$ cat config.mk
export PLATFORM = sky130hd
export DESIGN_NAME = pipe_trace_top
export DESIGN_NICKNAME = d
export VERILOG_FILES = /design/src/rtl/trace_pkg.sv /design/src/rtl/pipe_trace_top.sv /design/src/rtl/trace_apb_regs.sv /design/src/rtl/trace_arbiter.sv /design/src/rtl/rec_fifo.sv /design/src/rtl/stall_event_logger.sv /design/src/rtl/pipe_stage_tracker.sv
export VERILOG_INCLUDE_DIRS = /design/src /design/src/include
export SDC_FILE = /design/constraint.sdc
export NUM_CORES = 2
export LEC_CHECK = 0
export ABC_AREA = 0
export BUFFER_PORTS_ARGS = -buffer_cell sky130_fd_sc_hd__buf_2
export CAP_MARGIN = 0
export CORE_MARGIN = 4
export CORE_UTILIZATION = 57
export CTS_CLUSTER_DIAMETER = 120
export CTS_CLUSTER_SIZE = 30
export DETAILED_ROUTE_END_ITERATION = 8
export PLACE_DENSITY = 0.76
export SYNTH_ARGS = -nofsm -noshare
export SYNTH_HDL_FRONTEND = slang
export SYNTH_SLANG_ARGS = --single-unit
$ cat constraint.sdc
create_clock -name clk -period 6.34 [get_ports clk]
set_clock_uncertainty 0.2 [all_clocks]
set_input_delay 0.951 -clock clk [delete_from_list [all_inputs] [get_ports clk]]
set_output_delay 0.951 -clock clk [all_outputs]
set_load 0.01 [all_outputs]
$ cat src/include/trace_settings.svh
`ifndef TRACE_SETTINGS_SVH
`define TRACE_SETTINGS_SVH

// Counter and record field widths
`define TRACE_CYCLE_W        16
`define TRACE_TAG_W          8
`define TRACE_HELD_W         8

`define TRACE_FIFO_DEPTH     4
`define TRACE_RAM_DEPTH      32

// APB register map
`define TRACE_APB_AW         12
`define TRACE_ADDR_STATUS    12'h000
`define TRACE_ADDR_DROPS     12'h004
`define TRACE_ADDR_CYCLE     12'h008
`define TRACE_ADDR_LOG_BASE  12'h080

`endif
$ cat src/rtl/trace_pkg.sv
`default_nettype none

`include "trace_settings.svh"

package trace_pkg;

    localparam int REC_W = 48;
    localparam int STALL_PAD_W = REC_W - 3 - 2 * `TRACE_CYCLE_W;

    typedef struct packed {
        logic [`TRACE_TAG_W-1:0]   tag;
        logic [`TRACE_CYCLE_W-1:0] fetch_cycle;
        logic [`TRACE_CYCLE_W-1:0] retire_cycle;
        logic [`TRACE_HELD_W-1:0]  held;
    } retire_rec_t;

    typedef struct packed {
        logic pc;
        logic ifid;
        logic flush;
    } stall_kind_t;

    // Padding sits on top so the body stays 48 bits
    typedef struct packed {
        logic [STALL_PAD_W-1:0]    pad;
        stall_kind_t               kind;
        logic [`TRACE_CYCLE_W-1:0] start_cycle;
        logic [`TRACE_CYCLE_W-1:0] length;
    } stall_rec_t;

    typedef enum logic {
        SRC_RETIRE = 1'b0,
        SRC_STALL  = 1'b1
    } trace_src_e;

    typedef struct packed {
        trace_src_e       src;
        logic [14:0]      rsvd;
        logic [REC_W-1:0] body;
    } trace_entry_t;

    typedef struct packed {
        logic                     psel;
        logic                     penable;
        logic                     pwrite;
        logic [`TRACE_APB_AW-1:0] paddr;
        logic [31:0]              pwdata;
    } apb_req_t;

    typedef struct packed {
        logic [31:0] prdata;
        logic        pready;
        logic        pslverr;
    } apb_rsp_t;

endpackage

`default_nettype wire

$ cat src/rtl/pipe_trace_top.sv
`timescale 1ns/10ps
`default_nettype none

`include "trace_settings.svh"

module pipe_trace_top
    import trace_pkg::*;
(
    input  logic                    clk,
    input  logic                    rst,
    input  logic                    fetch_valid,
    input  logic [`TRACE_TAG_W-1:0] fetch_tag,
    input  logic                    pc_stall,
    input  logic                    if_id_stall,
    input  logic                    if_flush,
    input  apb_req_t                apb_req,
    output logic                    fetch_ready,
    output apb_rsp_t                apb_rsp
);

    logic [`TRACE_CYCLE_W-1:0] cycle;
    retire_rec_t               ret_rec;
    logic                      ret_push;
    retire_rec_t               ret_dout;
    logic                      ret_valid;
    logic                      ret_pop;
    logic                      ret_ovf;
    stall_rec_t                stl_rec;
    logic                      stl_push;
    stall_rec_t                stl_dout;
    logic                      stl_valid;
    logic                      stl_pop;
    logic                      stl_ovf;
    logic                      wr_valid;
    trace_entry_t              wr_entry;

    pipe_stage_tracker u_tracker (
        .clk         (clk),
        .rst         (rst),
        .fetch_valid (fetch_valid),
        .fetch_tag   (fetch_tag),
        .pc_stall    (pc_stall),
        .if_id_stall (if_id_stall),
        .if_flush    (if_flush),
        .fetch_ready (fetch_ready),
        .cycle       (cycle),
        .rec         (ret_rec),
        .rec_push    (ret_push)
    );

    stall_event_logger u_logger (
        .clk         (clk),
        .rst         (rst),
        .pc_stall    (pc_stall),
        .if_id_stall (if_id_stall),
        .if_flush    (if_flush),
        .cycle       (cycle),
        .rec         (stl_rec),
        .rec_push    (stl_push)
    );

    rec_fifo #(.T(retire_rec_t)) ret_fifo (
        .clk      (clk),
        .rst      (rst),
        .push     (ret_push),
        .din      (ret_rec),
        .pop      (ret_pop),
        .dout     (ret_dout),
        .valid    (ret_valid),
        .overflow (ret_ovf)
    );

    rec_fifo #(.T(stall_rec_t)) stl_fifo (
        .clk      (clk),
        .rst      (rst),
        .push     (stl_push),
        .din      (stl_rec),
        .pop      (stl_pop),
        .dout     (stl_dout),
        .valid    (stl_valid),
        .overflow (stl_ovf)
    );

    trace_arbiter u_arbiter (
        .clk       (clk),
        .rst       (rst),
        .ret_valid (ret_valid),
        .ret_data  (ret_dout),
        .stl_valid (stl_valid),
        .stl_data  (stl_dout),
        .ret_pop   (ret_pop),
        .stl_pop   (stl_pop),
        .wr_valid  (wr_valid),
        .wr_entry  (wr_entry)
    );

    trace_apb_regs u_regs (
        .clk           (clk),
        .rst           (rst),
        .wr_valid      (wr_valid),
        .wr_entry      (wr_entry),
        .cycle         (cycle),
        .fifo_overflow ({stl_ovf, ret_ovf}),
        .apb_req       (apb_req),
        .apb_rsp       (apb_rsp)
    );

endmodule

`default_nettype wire

$ cat src/rtl/trace_apb_regs.sv
`timescale 1ns/10ps
`default_nettype none

`include "trace_settings.svh"

module trace_apb_regs
    import trace_pkg::*;
(
    input  logic                      clk,
    input  logic                      rst,
    input  logic                      wr_valid,
    input  trace_entry_t              wr_entry,
    input  logic [`TRACE_CYCLE_W-1:0] cycle,
    input  logic [1:0]                fifo_overflow,
    input  apb_req_t                  apb_req,
    output apb_rsp_t                  apb_rsp
);

    localparam int DEPTH = `TRACE_RAM_DEPTH;
    localparam int IDX_W = $clog2(DEPTH);
    localparam int LOG_BYTES = DEPTH * 8;

    trace_entry_t             mem [DEPTH];
    logic [IDX_W:0]           count;
    logic [15:0]              ram_drops;
    logic [15:0]              fifo_drops;
    logic                     full;
    logic                     access;
    logic                     clear;
    logic [`TRACE_APB_AW-1:0] log_off;
    logic                     in_log;
    trace_entry_t             rd_entry;

    assign full   = (count == (IDX_W + 1)'(DEPTH));
    assign access = apb_req.psel && apb_req.penable;
    assign clear  = access && apb_req.pwrite && (apb_req.paddr == `TRACE_ADDR_STATUS);

    always_ff @(posedge clk or posedge rst) begin
        if (rst) begin
            count      <= '0;
            ram_drops  <= '0;
            fifo_drops <= '0;
        end else if (clear) begin
            count      <= '0;
            ram_drops  <= '0;
            fifo_drops <= '0;
        end else begin
            if (wr_valid && !full) count <= count + (IDX_W + 1)'(1);
            if (wr_valid && full) ram_drops <= ram_drops + 16'd1;
            fifo_drops <= fifo_drops + 16'(fifo_overflow[0]) + 16'(fifo_overflow[1]);
        end
    end

    always_ff @(posedge clk) begin
        if (wr_valid && !full) mem[count[IDX_W-1:0]] <= wr_entry;
    end

    // Two words per entry above the log base
    assign log_off  = apb_req.paddr - `TRACE_ADDR_LOG_BASE;
    assign in_log   = (apb_req.paddr >= `TRACE_ADDR_LOG_BASE)
                   && (log_off < `TRACE_APB_AW'(LOG_BYTES))
                   && (apb_req.paddr[1:0] == 2'b00);
    assign rd_entry = mem[log_off[IDX_W+2:3]];

    always_comb begin
        apb_rsp.prdata  = '0;
        apb_rsp.pready  = 1'b1;
        apb_rsp.pslverr = 1'b0;
        if (apb_req.pwrite) begin
            apb_rsp.pslverr = access && (apb_req.paddr != `TRACE_ADDR_STATUS);
        end else if (apb_req.paddr == `TRACE_ADDR_STATUS) begin
            apb_rsp.prdata[IDX_W:0] = count;
            apb_rsp.prdata[31]      = full;
        end else if (apb_req.paddr == `TRACE_ADDR_DROPS) begin
            apb_rsp.prdata = {fifo_drops, ram_drops};
        end else if (apb_req.paddr == `TRACE_ADDR_CYCLE) begin
            apb_rsp.prdata[`TRACE_CYCLE_W-1:0] = cycle;
        end else if (in_log) begin
            if (log_off[2]) begin
                apb_rsp.prdata[31]   = rd_entry.src;
                apb_rsp.prdata[15:0] = rd_entry.body[47:32];
            end else begin
                apb_rsp.prdata = rd_entry.body[31:0];
            end
        end else begin
            apb_rsp.pslverr = access;
        end
    end

endmodule

`default_nettype wire

$ cat src/rtl/trace_arbiter.sv
`timescale 1ns/10ps
`default_nettype none

module trace_arbiter
    import trace_pkg::*;
(
    input  logic         clk,
    input  logic         rst,
    input  logic         ret_valid,
    input  retire_rec_t  ret_data,
    input  logic         stl_valid,
    input  stall_rec_t   stl_data,
    output logic         ret_pop,
    output logic         stl_pop,
    output logic         wr_valid,
    output trace_entry_t wr_entry
);

    // Low means retire has priority on a tie
    logic prefer_stl;

    assign ret_pop = ret_valid && (!stl_valid || !prefer_stl);
    assign stl_pop = stl_valid && !ret_pop;

    always_ff @(posedge clk or posedge rst) begin
        if (rst) begin
            wr_valid   <= 1'b0;
            prefer_stl <= 1'b0;
        end else begin
            wr_valid <= ret_pop || stl_pop;
            if (ret_pop) begin
                prefer_stl <= 1'b1;
            end else if (stl_pop) begin
                prefer_stl <= 1'b0;
            end
        end
    end

    always_ff @(posedge clk) begin
        if (ret_pop) begin
            wr_entry <= '{src: SRC_RETIRE, rsvd: '0, body: ret_data};
        end else if (stl_pop) begin
            wr_entry <= '{src: SRC_STALL, rsvd: '0, body: stl_data};
        end
    end

endmodule

`default_nettype wire

$ cat src/rtl/rec_fifo.sv
`timescale 1ns/10ps
`default_nettype none

`include "trace_settings.svh"

module rec_fifo #(
    parameter type T = logic [47:0]
) (
    input  logic clk,
    input  logic rst,
    input  logic push,
    input  T     din,
    input  logic pop,
    output T     dout,
    output logic valid,
    output logic overflow
);

    localparam int DEPTH = `TRACE_FIFO_DEPTH;
    localparam int PTR_W = $clog2(DEPTH);

    T               mem [DEPTH];
    logic [PTR_W-1:0] wr_ptr;
    logic [PTR_W-1:0] rd_ptr;
    logic [PTR_W:0]   count;
    logic             full;
    logic             do_push;
    logic             do_pop;

    assign full     = (count == (PTR_W + 1)'(DEPTH));
    assign valid    = (count != '0);
    assign do_push  = push && !full;
    assign do_pop   = pop && valid;
    assign overflow = push && full;
    assign dout     = mem[rd_ptr];

    always_ff @(posedge clk or posedge rst) begin
        if (rst) begin
            wr_ptr <= '0;
            rd_ptr <= '0;
            count  <= '0;
        end else begin
            if (do_push) wr_ptr <= wr_ptr + PTR_W'(1);
            if (do_pop) rd_ptr <= rd_ptr + PTR_W'(1);
            count <= count + (PTR_W + 1)'(do_push) - (PTR_W + 1)'(do_pop);
        end
    end

    always_ff @(posedge clk) begin
        if (do_push) mem[wr_ptr] <= din;
    end

endmodule

`default_nettype wire

$ cat src/rtl/stall_event_logger.sv
`timescale 1ns/10ps
`default_nettype none

`include "trace_settings.svh"

module stall_event_logger
    import trace_pkg::*;
(
    input  logic                      clk,
    input  logic                      rst,
    input  logic                      pc_stall,
    input  logic                      if_id_stall,
    input  logic                      if_flush,
    input  logic [`TRACE_CYCLE_W-1:0] cycle,
    output stall_rec_t                rec,
    output logic                      rec_push
);

    logic                      run_open;
    logic [`TRACE_CYCLE_W-1:0] run_start;
    logic [`TRACE_CYCLE_W-1:0] run_len;
    stall_kind_t               run_kind;
    stall_kind_t               cur_kind;
    logic                      event_now;

    assign cur_kind.pc    = pc_stall;
    assign cur_kind.ifid  = if_id_stall;
    assign cur_kind.flush = if_flush;
    assign event_now      = pc_stall || if_id_stall || if_flush;

    always_ff @(posedge clk or posedge rst) begin
        if (rst) begin
            run_open <= 1'b0;
        end else begin
            run_open <= event_now;
        end
    end

    always_ff @(posedge clk) begin
        if (event_now) begin
            if (!run_open) begin
                run_start <= cycle;
                run_len   <= `TRACE_CYCLE_W'(1);
                run_kind  <= cur_kind;
            end else begin
                run_len  <= run_len + `TRACE_CYCLE_W'(1);
                run_kind <= run_kind | cur_kind;
            end
        end
    end

    // First quiet cycle closes the run
    assign rec_push        = run_open && !event_now;
    assign rec.pad         = '0;
    assign rec.kind        = run_kind;
    assign rec.start_cycle = run_start;
    assign rec.length      = run_len;

endmodule

`default_nettype wire

$ cat src/rtl/pipe_stage_tracker.sv
`timescale 1ns/10ps
`default_nettype none

`include "trace_settings.svh"

module pipe_stage_tracker
    import trace_pkg::*;
(
    input  logic                      clk,
    input  logic                      rst,
    input  logic                      fetch_valid,
    input  logic [`TRACE_TAG_W-1:0]   fetch_tag,
    input  logic                      pc_stall,
    input  logic                      if_id_stall,
    input  logic                      if_flush,
    output logic                      fetch_ready,
    output logic [`TRACE_CYCLE_W-1:0] cycle,
    output retire_rec_t               rec,
    output logic                      rec_push
);

    localparam int S_IF  = 0;
    localparam int S_ID  = 1;
    localparam int S_EX  = 2;
    localparam int S_MEM = 3;
    localparam int S_WB  = 4;

    typedef struct packed {
        logic [`TRACE_TAG_W-1:0]   tag;
        logic [`TRACE_CYCLE_W-1:0] fetch_cycle;
        logic [`TRACE_HELD_W-1:0]  held;
    } slot_t;

    logic [4:0] vld_q;
    logic [4:0] vld_d;
    slot_t      slot_q [5];
    slot_t      slot_d [5];
    logic       adv_id;
    logic       adv_if;
    logic       accept;

    function automatic logic [`TRACE_HELD_W-1:0] sat_inc(input logic [`TRACE_HELD_W-1:0] v);
        return (&v) ? v : v + `TRACE_HELD_W'(1);
    endfunction

    assign adv_id      = !if_id_stall;
    assign adv_if      = !pc_stall && (!vld_q[S_ID] || adv_id);
    assign fetch_ready = !pc_stall && !if_flush && (!vld_q[S_IF] || adv_if);
    assign accept      = fetch_valid && fetch_ready;

    always_comb begin
        vld_d  = vld_q;
        slot_d = slot_q;

        // Back end never stalls
        vld_d[S_WB]   = vld_q[S_MEM];
        slot_d[S_WB]  = slot_q[S_MEM];
        vld_d[S_MEM]  = vld_q[S_EX];
        slot_d[S_MEM] = slot_q[S_EX];

        if (if_flush) begin
            vld_d[S_EX] = 1'b0;
            vld_d[S_ID] = 1'b0;
            vld_d[S_IF] = 1'b0;
        end else begin
            // Bubble into EX when ID holds
            vld_d[S_EX]  = adv_id && vld_q[S_ID];
            slot_d[S_EX] = slot_q[S_ID];

            if (adv_if) begin
                vld_d[S_ID]  = vld_q[S_IF];
                slot_d[S_ID] = slot_q[S_IF];
            end else if (adv_id) begin
                vld_d[S_ID] = 1'b0;
            end else begin
                slot_d[S_ID].held = sat_inc(slot_q[S_ID].held);
            end

            if (accept) begin
                vld_d[S_IF]  = 1'b1;
                slot_d[S_IF] = '{tag: fetch_tag,
                                 fetch_cycle: cycle + `TRACE_CYCLE_W'(1),
                                 held: '0};
            end else if (adv_if) begin
                vld_d[S_IF] = 1'b0;
            end else begin
                slot_d[S_IF].held = sat_inc(slot_q[S_IF].held);
            end
        end
    end

    always_ff @(posedge clk or posedge rst) begin
        if (rst) begin
            vld_q <= '0;
            cycle <= '0;
        end else begin
            vld_q <= vld_d;
            cycle <= cycle + `TRACE_CYCLE_W'(1);
        end
    end

    always_ff @(posedge clk) begin
        slot_q <= slot_d;
    end

    // Record taken from WB, captured by the FIFO at the edge ending WB
    assign rec_push         = vld_q[S_WB];
    assign rec.tag          = slot_q[S_WB].tag;
    assign rec.fetch_cycle  = slot_q[S_WB].fetch_cycle;
    assign rec.retire_cycle = cycle;
    assign rec.held         = slot_q[S_WB].held;

endmodule

`default_nettype wire

### Word-level counts from Yosys, hierarchy flattened

Memories as Yosys holds them, arrays and structs flattened.
Index checks and enable logic that the tools add are counted.

| word-level totals | value |
|---|---|
| bits in registers | 320 |
| RAM bits | 1900 |
| input bits | 61 |
| output and inout port bits | 35 |
| word-level logic and storage cells | 171 |
| memories kept | 3 |

| cells by class | value |
|---|---|
| add/sub/neg operators | 17 |
| $lt $le $gt $ge | 2 |
| equality and inequality tests | 9 |
| mux-type cells | 42 |
| bitwise operators | 3 |
| reduce and logical (&&, ||, !) cells | 57 |

Memory list:

| memory | depth | width | rd ports | clocked after memory_dff | write ports | RTL line | source |
|---|---|---|---|---|---|---|---|
| u_regs.mem | 32 | 49 | 1 | 0 | 1 | trace_apb_regs.sv:23 | `trace_entry_t mem [DEPTH];` |
| ret_fifo.mem | 4 | 48 | 1 | 0 | 1 | rec_fifo.sv:22 | `T mem [DEPTH];` |
| stl_fifo.mem | 4 | 35 | 1 | 0 | 1 | rec_fifo.sv:22 |  |

Operators with widths:

| operator | count |
|---|---|
| 16-bit two-way mux | 6 |
| 32-bit two-way mux | 3 |
| 48-bit two-way mux | 2 |
| 16-bit by 1-bit adder with 16-bit output (second input constant) | 3 |
| 8-bit two-way mux | 5 |
| 16-bit by 1-bit adder with 16-bit output | 2 |
| 25-bit two-way mux | 1 |
| 1-bit logical AND | 22 |
| 1-bit two-way mux | 19 |
| 6-bit two-way mux | 3 |
| 8-bit by 1-bit adder with 8-bit output (second input constant) | 2 |
| 8-bit AND reduction | 2 |
| 15-bit two-way mux | 1 |
| 12-bit by 3-bit equality test with 1-bit output (second input constant) | 1 |
| 12-bit by 4-bit equality test with 1-bit output (second input constant) | 1 |
| 12-bit by 8-bit >= comparator with 1-bit output (second input constant) | 1 |
| 1-bit zero test | 12 |
| 12-bit zero test | 1 |
| 12-bit by 9-bit less-than comparator with 1-bit output (second input constant) | 1 |
| 12-bit nonzero test | 1 |
| 12-bit by 8-bit subtractor with 12-bit output (second input constant) | 1 |
| 3-bit nonzero test | 3 |
| 2-bit by 1-bit adder with 2-bit output (second input constant) | 4 |
| 2-bit nonzero test | 4 |
| other kinds (15) | 29 |

### Logic depth before layout (Yosys ltp)

| logic depth | value |
|---|---|
| depth after elaboration | 9 |
| gate-level depth with buffers | 11 |
| depth with buffers taken out | 10 |

### Modules after synthesis

From an unflattened synthesis, not the netlist that was laid out.

| unflattened totals | value |
|---|---|
| cells, all modules | 4104 |
| area, all modules | 87835.5 um^2 |

By module, submodules not included:

| module | times used | cells each | area an instance (um^2) | seq. area each (um^2) |
|---|---|---|---|---|
| trace_apb_regs | 1 | 2910 | 63165.6 | 48036.1 |
| rec_fifo | 2 | 293 | 7457.2 | 5940.7 |
| pipe_stage_tracker | 1 | 358 | 5866.9 | 4689.5 |
| trace_arbiter | 1 | 129 | 2280.9 | 1511.4 |
| stall_event_logger | 1 | 121 | 1607.8 | 1076.0 |

### Least setup slack after synthesis

OpenSTA, ideal clock, no wires.

| path | value |
|---|---|
| path kind | reg2reg |
| start point | register u_regs.count[2] |
| end point | memory u_regs.mem[3][0] in the netlist's numbering, enable pin |
| setup time | 0.577 ns |
| arrival time | 5.666 ns |
| data required time | 5.563 ns |
| slack | -0.103 ns |
| stages on the path, launching flop included | 5 |
| buffers on the path | 2 |
| clock period less this slack | 6.443 ns |
| cell sequence | dfrtp_1 > clkbuf_1 > or2_2 > clkbuf_1 > nor4_1 |

| on the way | value |
|---|---|
| longest elaborated chain between the ends | 5 |

RTL lines:

| element | RTL line | source |
|---|---|---|
| start: declaration | trace_apb_regs.sv:24 | `logic [IDX_W:0] count;` |
| start signal: assignment | trace_apb_regs.sv:48 | `if (wr_valid && !full) count <= count + (IDX_W + 1)'(1);` |
| 6-bit equality test | trace_apb_regs.sv:34 | `assign full = (count == (IDX_W + 1)'(DEPTH));` |
| 1-bit zero test | trace_apb_regs.sv:55 | `if (wr_valid && !full) mem[count[IDX_W-1:0]] <= wr_entry;` |
| 1-bit logical AND | trace_apb_regs.sv:55 |  |
| 1-bit two-way mux | trace_apb_regs.sv:55 |  |
| 1-bit two-way mux (not written as such) | trace_apb_regs.sv:55 |  |
| end: declaration | trace_apb_regs.sv:23 |  |

Parallel ways exist; a longest one is shown, timed or not.

==> impl_metrics.csv <==
group,metric,value,unit
cts,cts_setup_buffers,0,
global_route,grt.total_usage,25.11,%
sta,fmax,187.1,MHz
layout,layout_commonest_cell,"sky130_fd_sc_hd__edfxtp_1",
synthesis,netlist_area_before_placement,84880,sq um
routing,finalWirelength,195100,microns
global_route,first_global_vias,40080,
hold_path,min-delay-path-class,"reg -> reg",
global_route,grt_max_degree,97,
cts,clk_pin_slew,110,ps
synthesis,ys_seq_elements,2220,
synthesis,yosys_most_used_dff,"sky130_fd_sc_hd__edfxtp_1",
synthesis,synthesis.yosys.warnings,0,
synthesis,synth_nets,4132,
power_and_ir_drop,power,32.89,mW
setup_path,critPathRequiredTime,5190,ps
power_and_ir_drop,vdd.ir_drop.worst,257.3,uV
routing,ant_nets,0,
synthesis,postSynthAreaPerCell,20.98,sq um
sta,tns,0,ps
routing,first_iter_violations,5730,
routing,route.vias.total,40324,
floorplan,initial_utilization,57.42,%
setup_path,r2r_setup_slack,2580,ps
layout,multi_input_comb_area,17860,sq um
layout,layout_common_cells,"sky130_fd_sc_hd__edfxtp_1, sky130_fd_sc_hd__mux4_2, sky130_fd_sc_hd__nand2_1, sky130_fd_sc_hd__mux2i_1, sky130_fd_sc_hd__buf_4",
cts,cts_resized,0,
layout,drive_above_1_share,18.67,%
setup_path,worstPathArrival,4190,ps
hold_path,hold_path_end,"u_tracker.rec[30]",
placement,finalWeightedCongestion,0.8480,
job,drv_cap,0,
floorplan,core.rowCount,141,
floorplan,core_region_area,147800,sq um
floorplan,design.die.area,155200,sq um
sta,slew-limit-headroom,13.07,%
synthesis,ys_seq_area_share,77.32,%
routing,vias_per_cell,6.621,
cts,clk_latency,740,ps
setup_path,setup.worst_path.class,"in -> out",
layout,layout.nets,4194,
floorplan,die_x,393.9,microns
routing,firstDrtPassIters,6,
sta,post-route-period-util,84.29,%
synthesis,post_syn_instances,4045,
cts,cts-hold-fix-buffers,1,
floorplan,pin_count,96,
sta,slew_violations,0,
sta,timing_hold_violations_final,0,
global_route,overflow,0,
sta,worst_pin_slew,1302,ps
placement,placed_area,87430,sq um
power_and_ir_drop,leakage,28.83,nW
synthesis,async_set_reset_flop_share_out_of_synthesis,3.423,%
cts,cts_root_buf,"sky130_fd_sc_hd__clkbuf_16",
setup_path,crit-reg2reg-launch,"u_logger.run_open",
power_and_ir_drop,power.density,366.4,nW/um^2
setup_path,critical_path.startpoint_type,"input pin",
placement,numPortBuffers,62,
sta,setup_repair_after_global_routing_missed_its_margin,"false",
sta,setup_viol,0,
routing,drc_violation_count_after_routing,0,
setup_path,worst_reg_to_reg_cells,9,
synthesis,yosysUniqueCellTypes,77,
cts,cts_tree,"built",
placement,detailed_place_hpwl,111700,microns
global_route,antenna_found_initial,11,
layout,fill_cells,9981,
hold_path,min_path_cells,0,
status,outcome,"finished clean",
cts,cts.sinks,2220,
floorplan,die-height,393.9,microns
layout,ff_latch_area,65640,sq um
layout,fin_area,89770,sq um
sta,timing.final.crit_period,5344,ps
setup_path,setup.worst_path.end_class,"output pin",
cts,cts_max_level,3,
synthesis,synth_edf_count,2079,
routing,drt-wirelength-per-cell,32.03,microns
hold_path,worst_hold_startpoint,"u_tracker.slot_d[14]",
layout,synthToLayoutAreaGrowth,5.755,%
global_route,first_pass_grt_wire_length,282600,microns
setup_path,crit_path_max_fanout,26,
sta,finalHoldWorstSlack,123.0,ps
setup_path,r2r_end,"u_regs.fifo_drops[14]",
cts,cts_inserted_buffers,83,
cts,clk_path_buf_depth,3,
==> metrics by stage <==
| stage | utilization (%) | instances | setup WS [ps] |
|---|---|---|---|
| 2_1_floorplan | - | 4045 | 1786 |
| 3_5_place_dp | 59.14 | 5951 | 1118 |
| 6_report | 60.72 | 6090 | 995.8 |
| 3_3_place_gp | 59.14 | 5951 | 1113 |
| 5_1_grt | 60.71 | 6087 | 869.8 |
| 4_1_cts | 60.71 | 6087 | 1111 |
==> worst max-delay path by stage <==
stage,startpoint,to,slack (ps),depth (start not counted)
after CTS,apb_req[36],apb_rsp[16],1110,10
final,apb_req[38],apb_rsp[16],1000,10
after global routing,apb_req[34],apb_rsp[17],870,7
after detailed placement,apb_req[36],apb_rsp[16],1120,10
after floorplan,apb_req[39],apb_rsp[12],1790,11
after global placement,apb_req[38],apb_rsp[11],1110,8
==> power by group <==
part	total (mW)	internal, mW	switching, mW
clock	6.63	2.51	4.13
sequential	21.3	19.5	1.84
combinational	4.96	1.65	3.31
total	32.9	23.6	9.28
==> critical path, cell delays in order <==
cell,delay (ps)
sky130_fd_sc_hd__buf_4,450
sky130_fd_sc_hd__buf_4,430
sky130_fd_sc_hd__or2_2,390
sky130_fd_sc_hd__buf_4,460
sky130_fd_sc_hd__o21ai_1,160
sky130_fd_sc_hd__o221ai_1,320
sky130_fd_sc_hd__o311ai_1,340
sky130_fd_sc_hd__a21oi_1,260
sky130_fd_sc_hd__buf_4,190
sky130_fd_sc_hd__buf_2,140
==> cell usage after synthesis, drive strengths merged, types with 3 or more instances <==
| cell type | n | area share (%) |
|---|---|---|
| a2111oi | 7 | 0.10 |
| a211oi | 5 | 0.044 |
| a21o | 4 | 0.035 |
| a21oi | 74 | 0.44 |
| a221o | 3 | 0.035 |
| a221oi | 66 | 0.73 |
| a31oi | 13 | 0.096 |
| a32oi | 4 | 0.041 |
| and2 | 49 | 0.36 |
| and3 | 21 | 0.15 |
| and4 | 5 | 0.052 |
| buf | 123 | 1.3 |
| clkbuf | 80 | 0.48 |
| clkinv | 3 | 0.013 |
| dfrtp | 76 | 2.2 |
| dfxtp | 65 | 1.5 |
| edfxtp | 2079 | 74 |
| fa | 3 | 0.071 |
| ha | 23 | 0.34 |
| inv | 31 | 0.14 |
| mux2 | 13 | 0.17 |
| mux2i | 177 | 2.1 |
| mux4 | 435 | 12 |
| nand2 | 211 | 0.93 |
| nand2b | 5 | 0.037 |
| nand3 | 42 | 0.25 |
| nand4 | 19 | 0.15 |
| nor2 | 120 | 0.53 |
| nor2b | 9 | 0.066 |
| nor3 | 29 | 0.18 |
| nor3b | 3 | 0.027 |
| nor4 | 4 | 0.044 |
| o211ai | 13 | 0.12 |
| o21ai | 77 | 0.46 |
| o21bai | 6 | 0.053 |
| o221ai | 17 | 0.18 |
| o22a | 4 | 0.041 |
| o22ai | 12 | 0.088 |
| o31ai | 8 | 0.071 |
| or3 | 4 | 0.029 |
| xnor2 | 44 | 0.45 |
| xor2 | 39 | 0.40 |
==> kinds of logic after synthesis <==
| kind of cell | Yosys count | synth area share [%] |
|---|---|---|
| flip-flops | 2220 | 77.32 |
| multiplexers | 625 | 13.88 |
| AND/OR/NAND/NOR | 529 | 2.895 |
| AO/OA/AOI/OAI | 324 | 2.661 |
| buffers and inverters | 237 | 1.971 |
| XOR/XNOR | 83 | 0.8564 |
| adder cells (fa/ha/maj) | 26 | 0.4098 |
| other | 1 | 0.004418 |
==> flip-flops by register name, summed over array words and instances (netlist names), 16 cells and up <==
register / flops
u_regs.mem: 1568
ret_fifo.mem: 192
stl_fifo.mem: 140
u_tracker.slot_d: 64
u_tracker.slot_q: 64
u_arbiter.wr_entry: 49
u_tracker.rec: 32
u_logger.run_len: 16
u_logger.run_start: 16
u_regs.fifo_drops: 16
u_regs.ram_drops: 16
u_tracker.cycle: 16
==> layout make-up <==
cell class,count,share of cell area (%)
antenna,3,0.008363
clock buffer,129,2.506
inverter,34,0.1477
sequential,2220,73.12
multi-input combinational,1588,19.89
timing repair buffer,180,1.558
tap,1930,2.690
clock inverter,6,0.07527
==> metal layers <==
metal  GRT usage (%)  share of wire, %
met1           35.20                38
met5               0             0.029
met2           40.07                48
met3           5.916                11
met4           7.477               3.4
No activity file was read; power rests on OpenSTA's default activity.
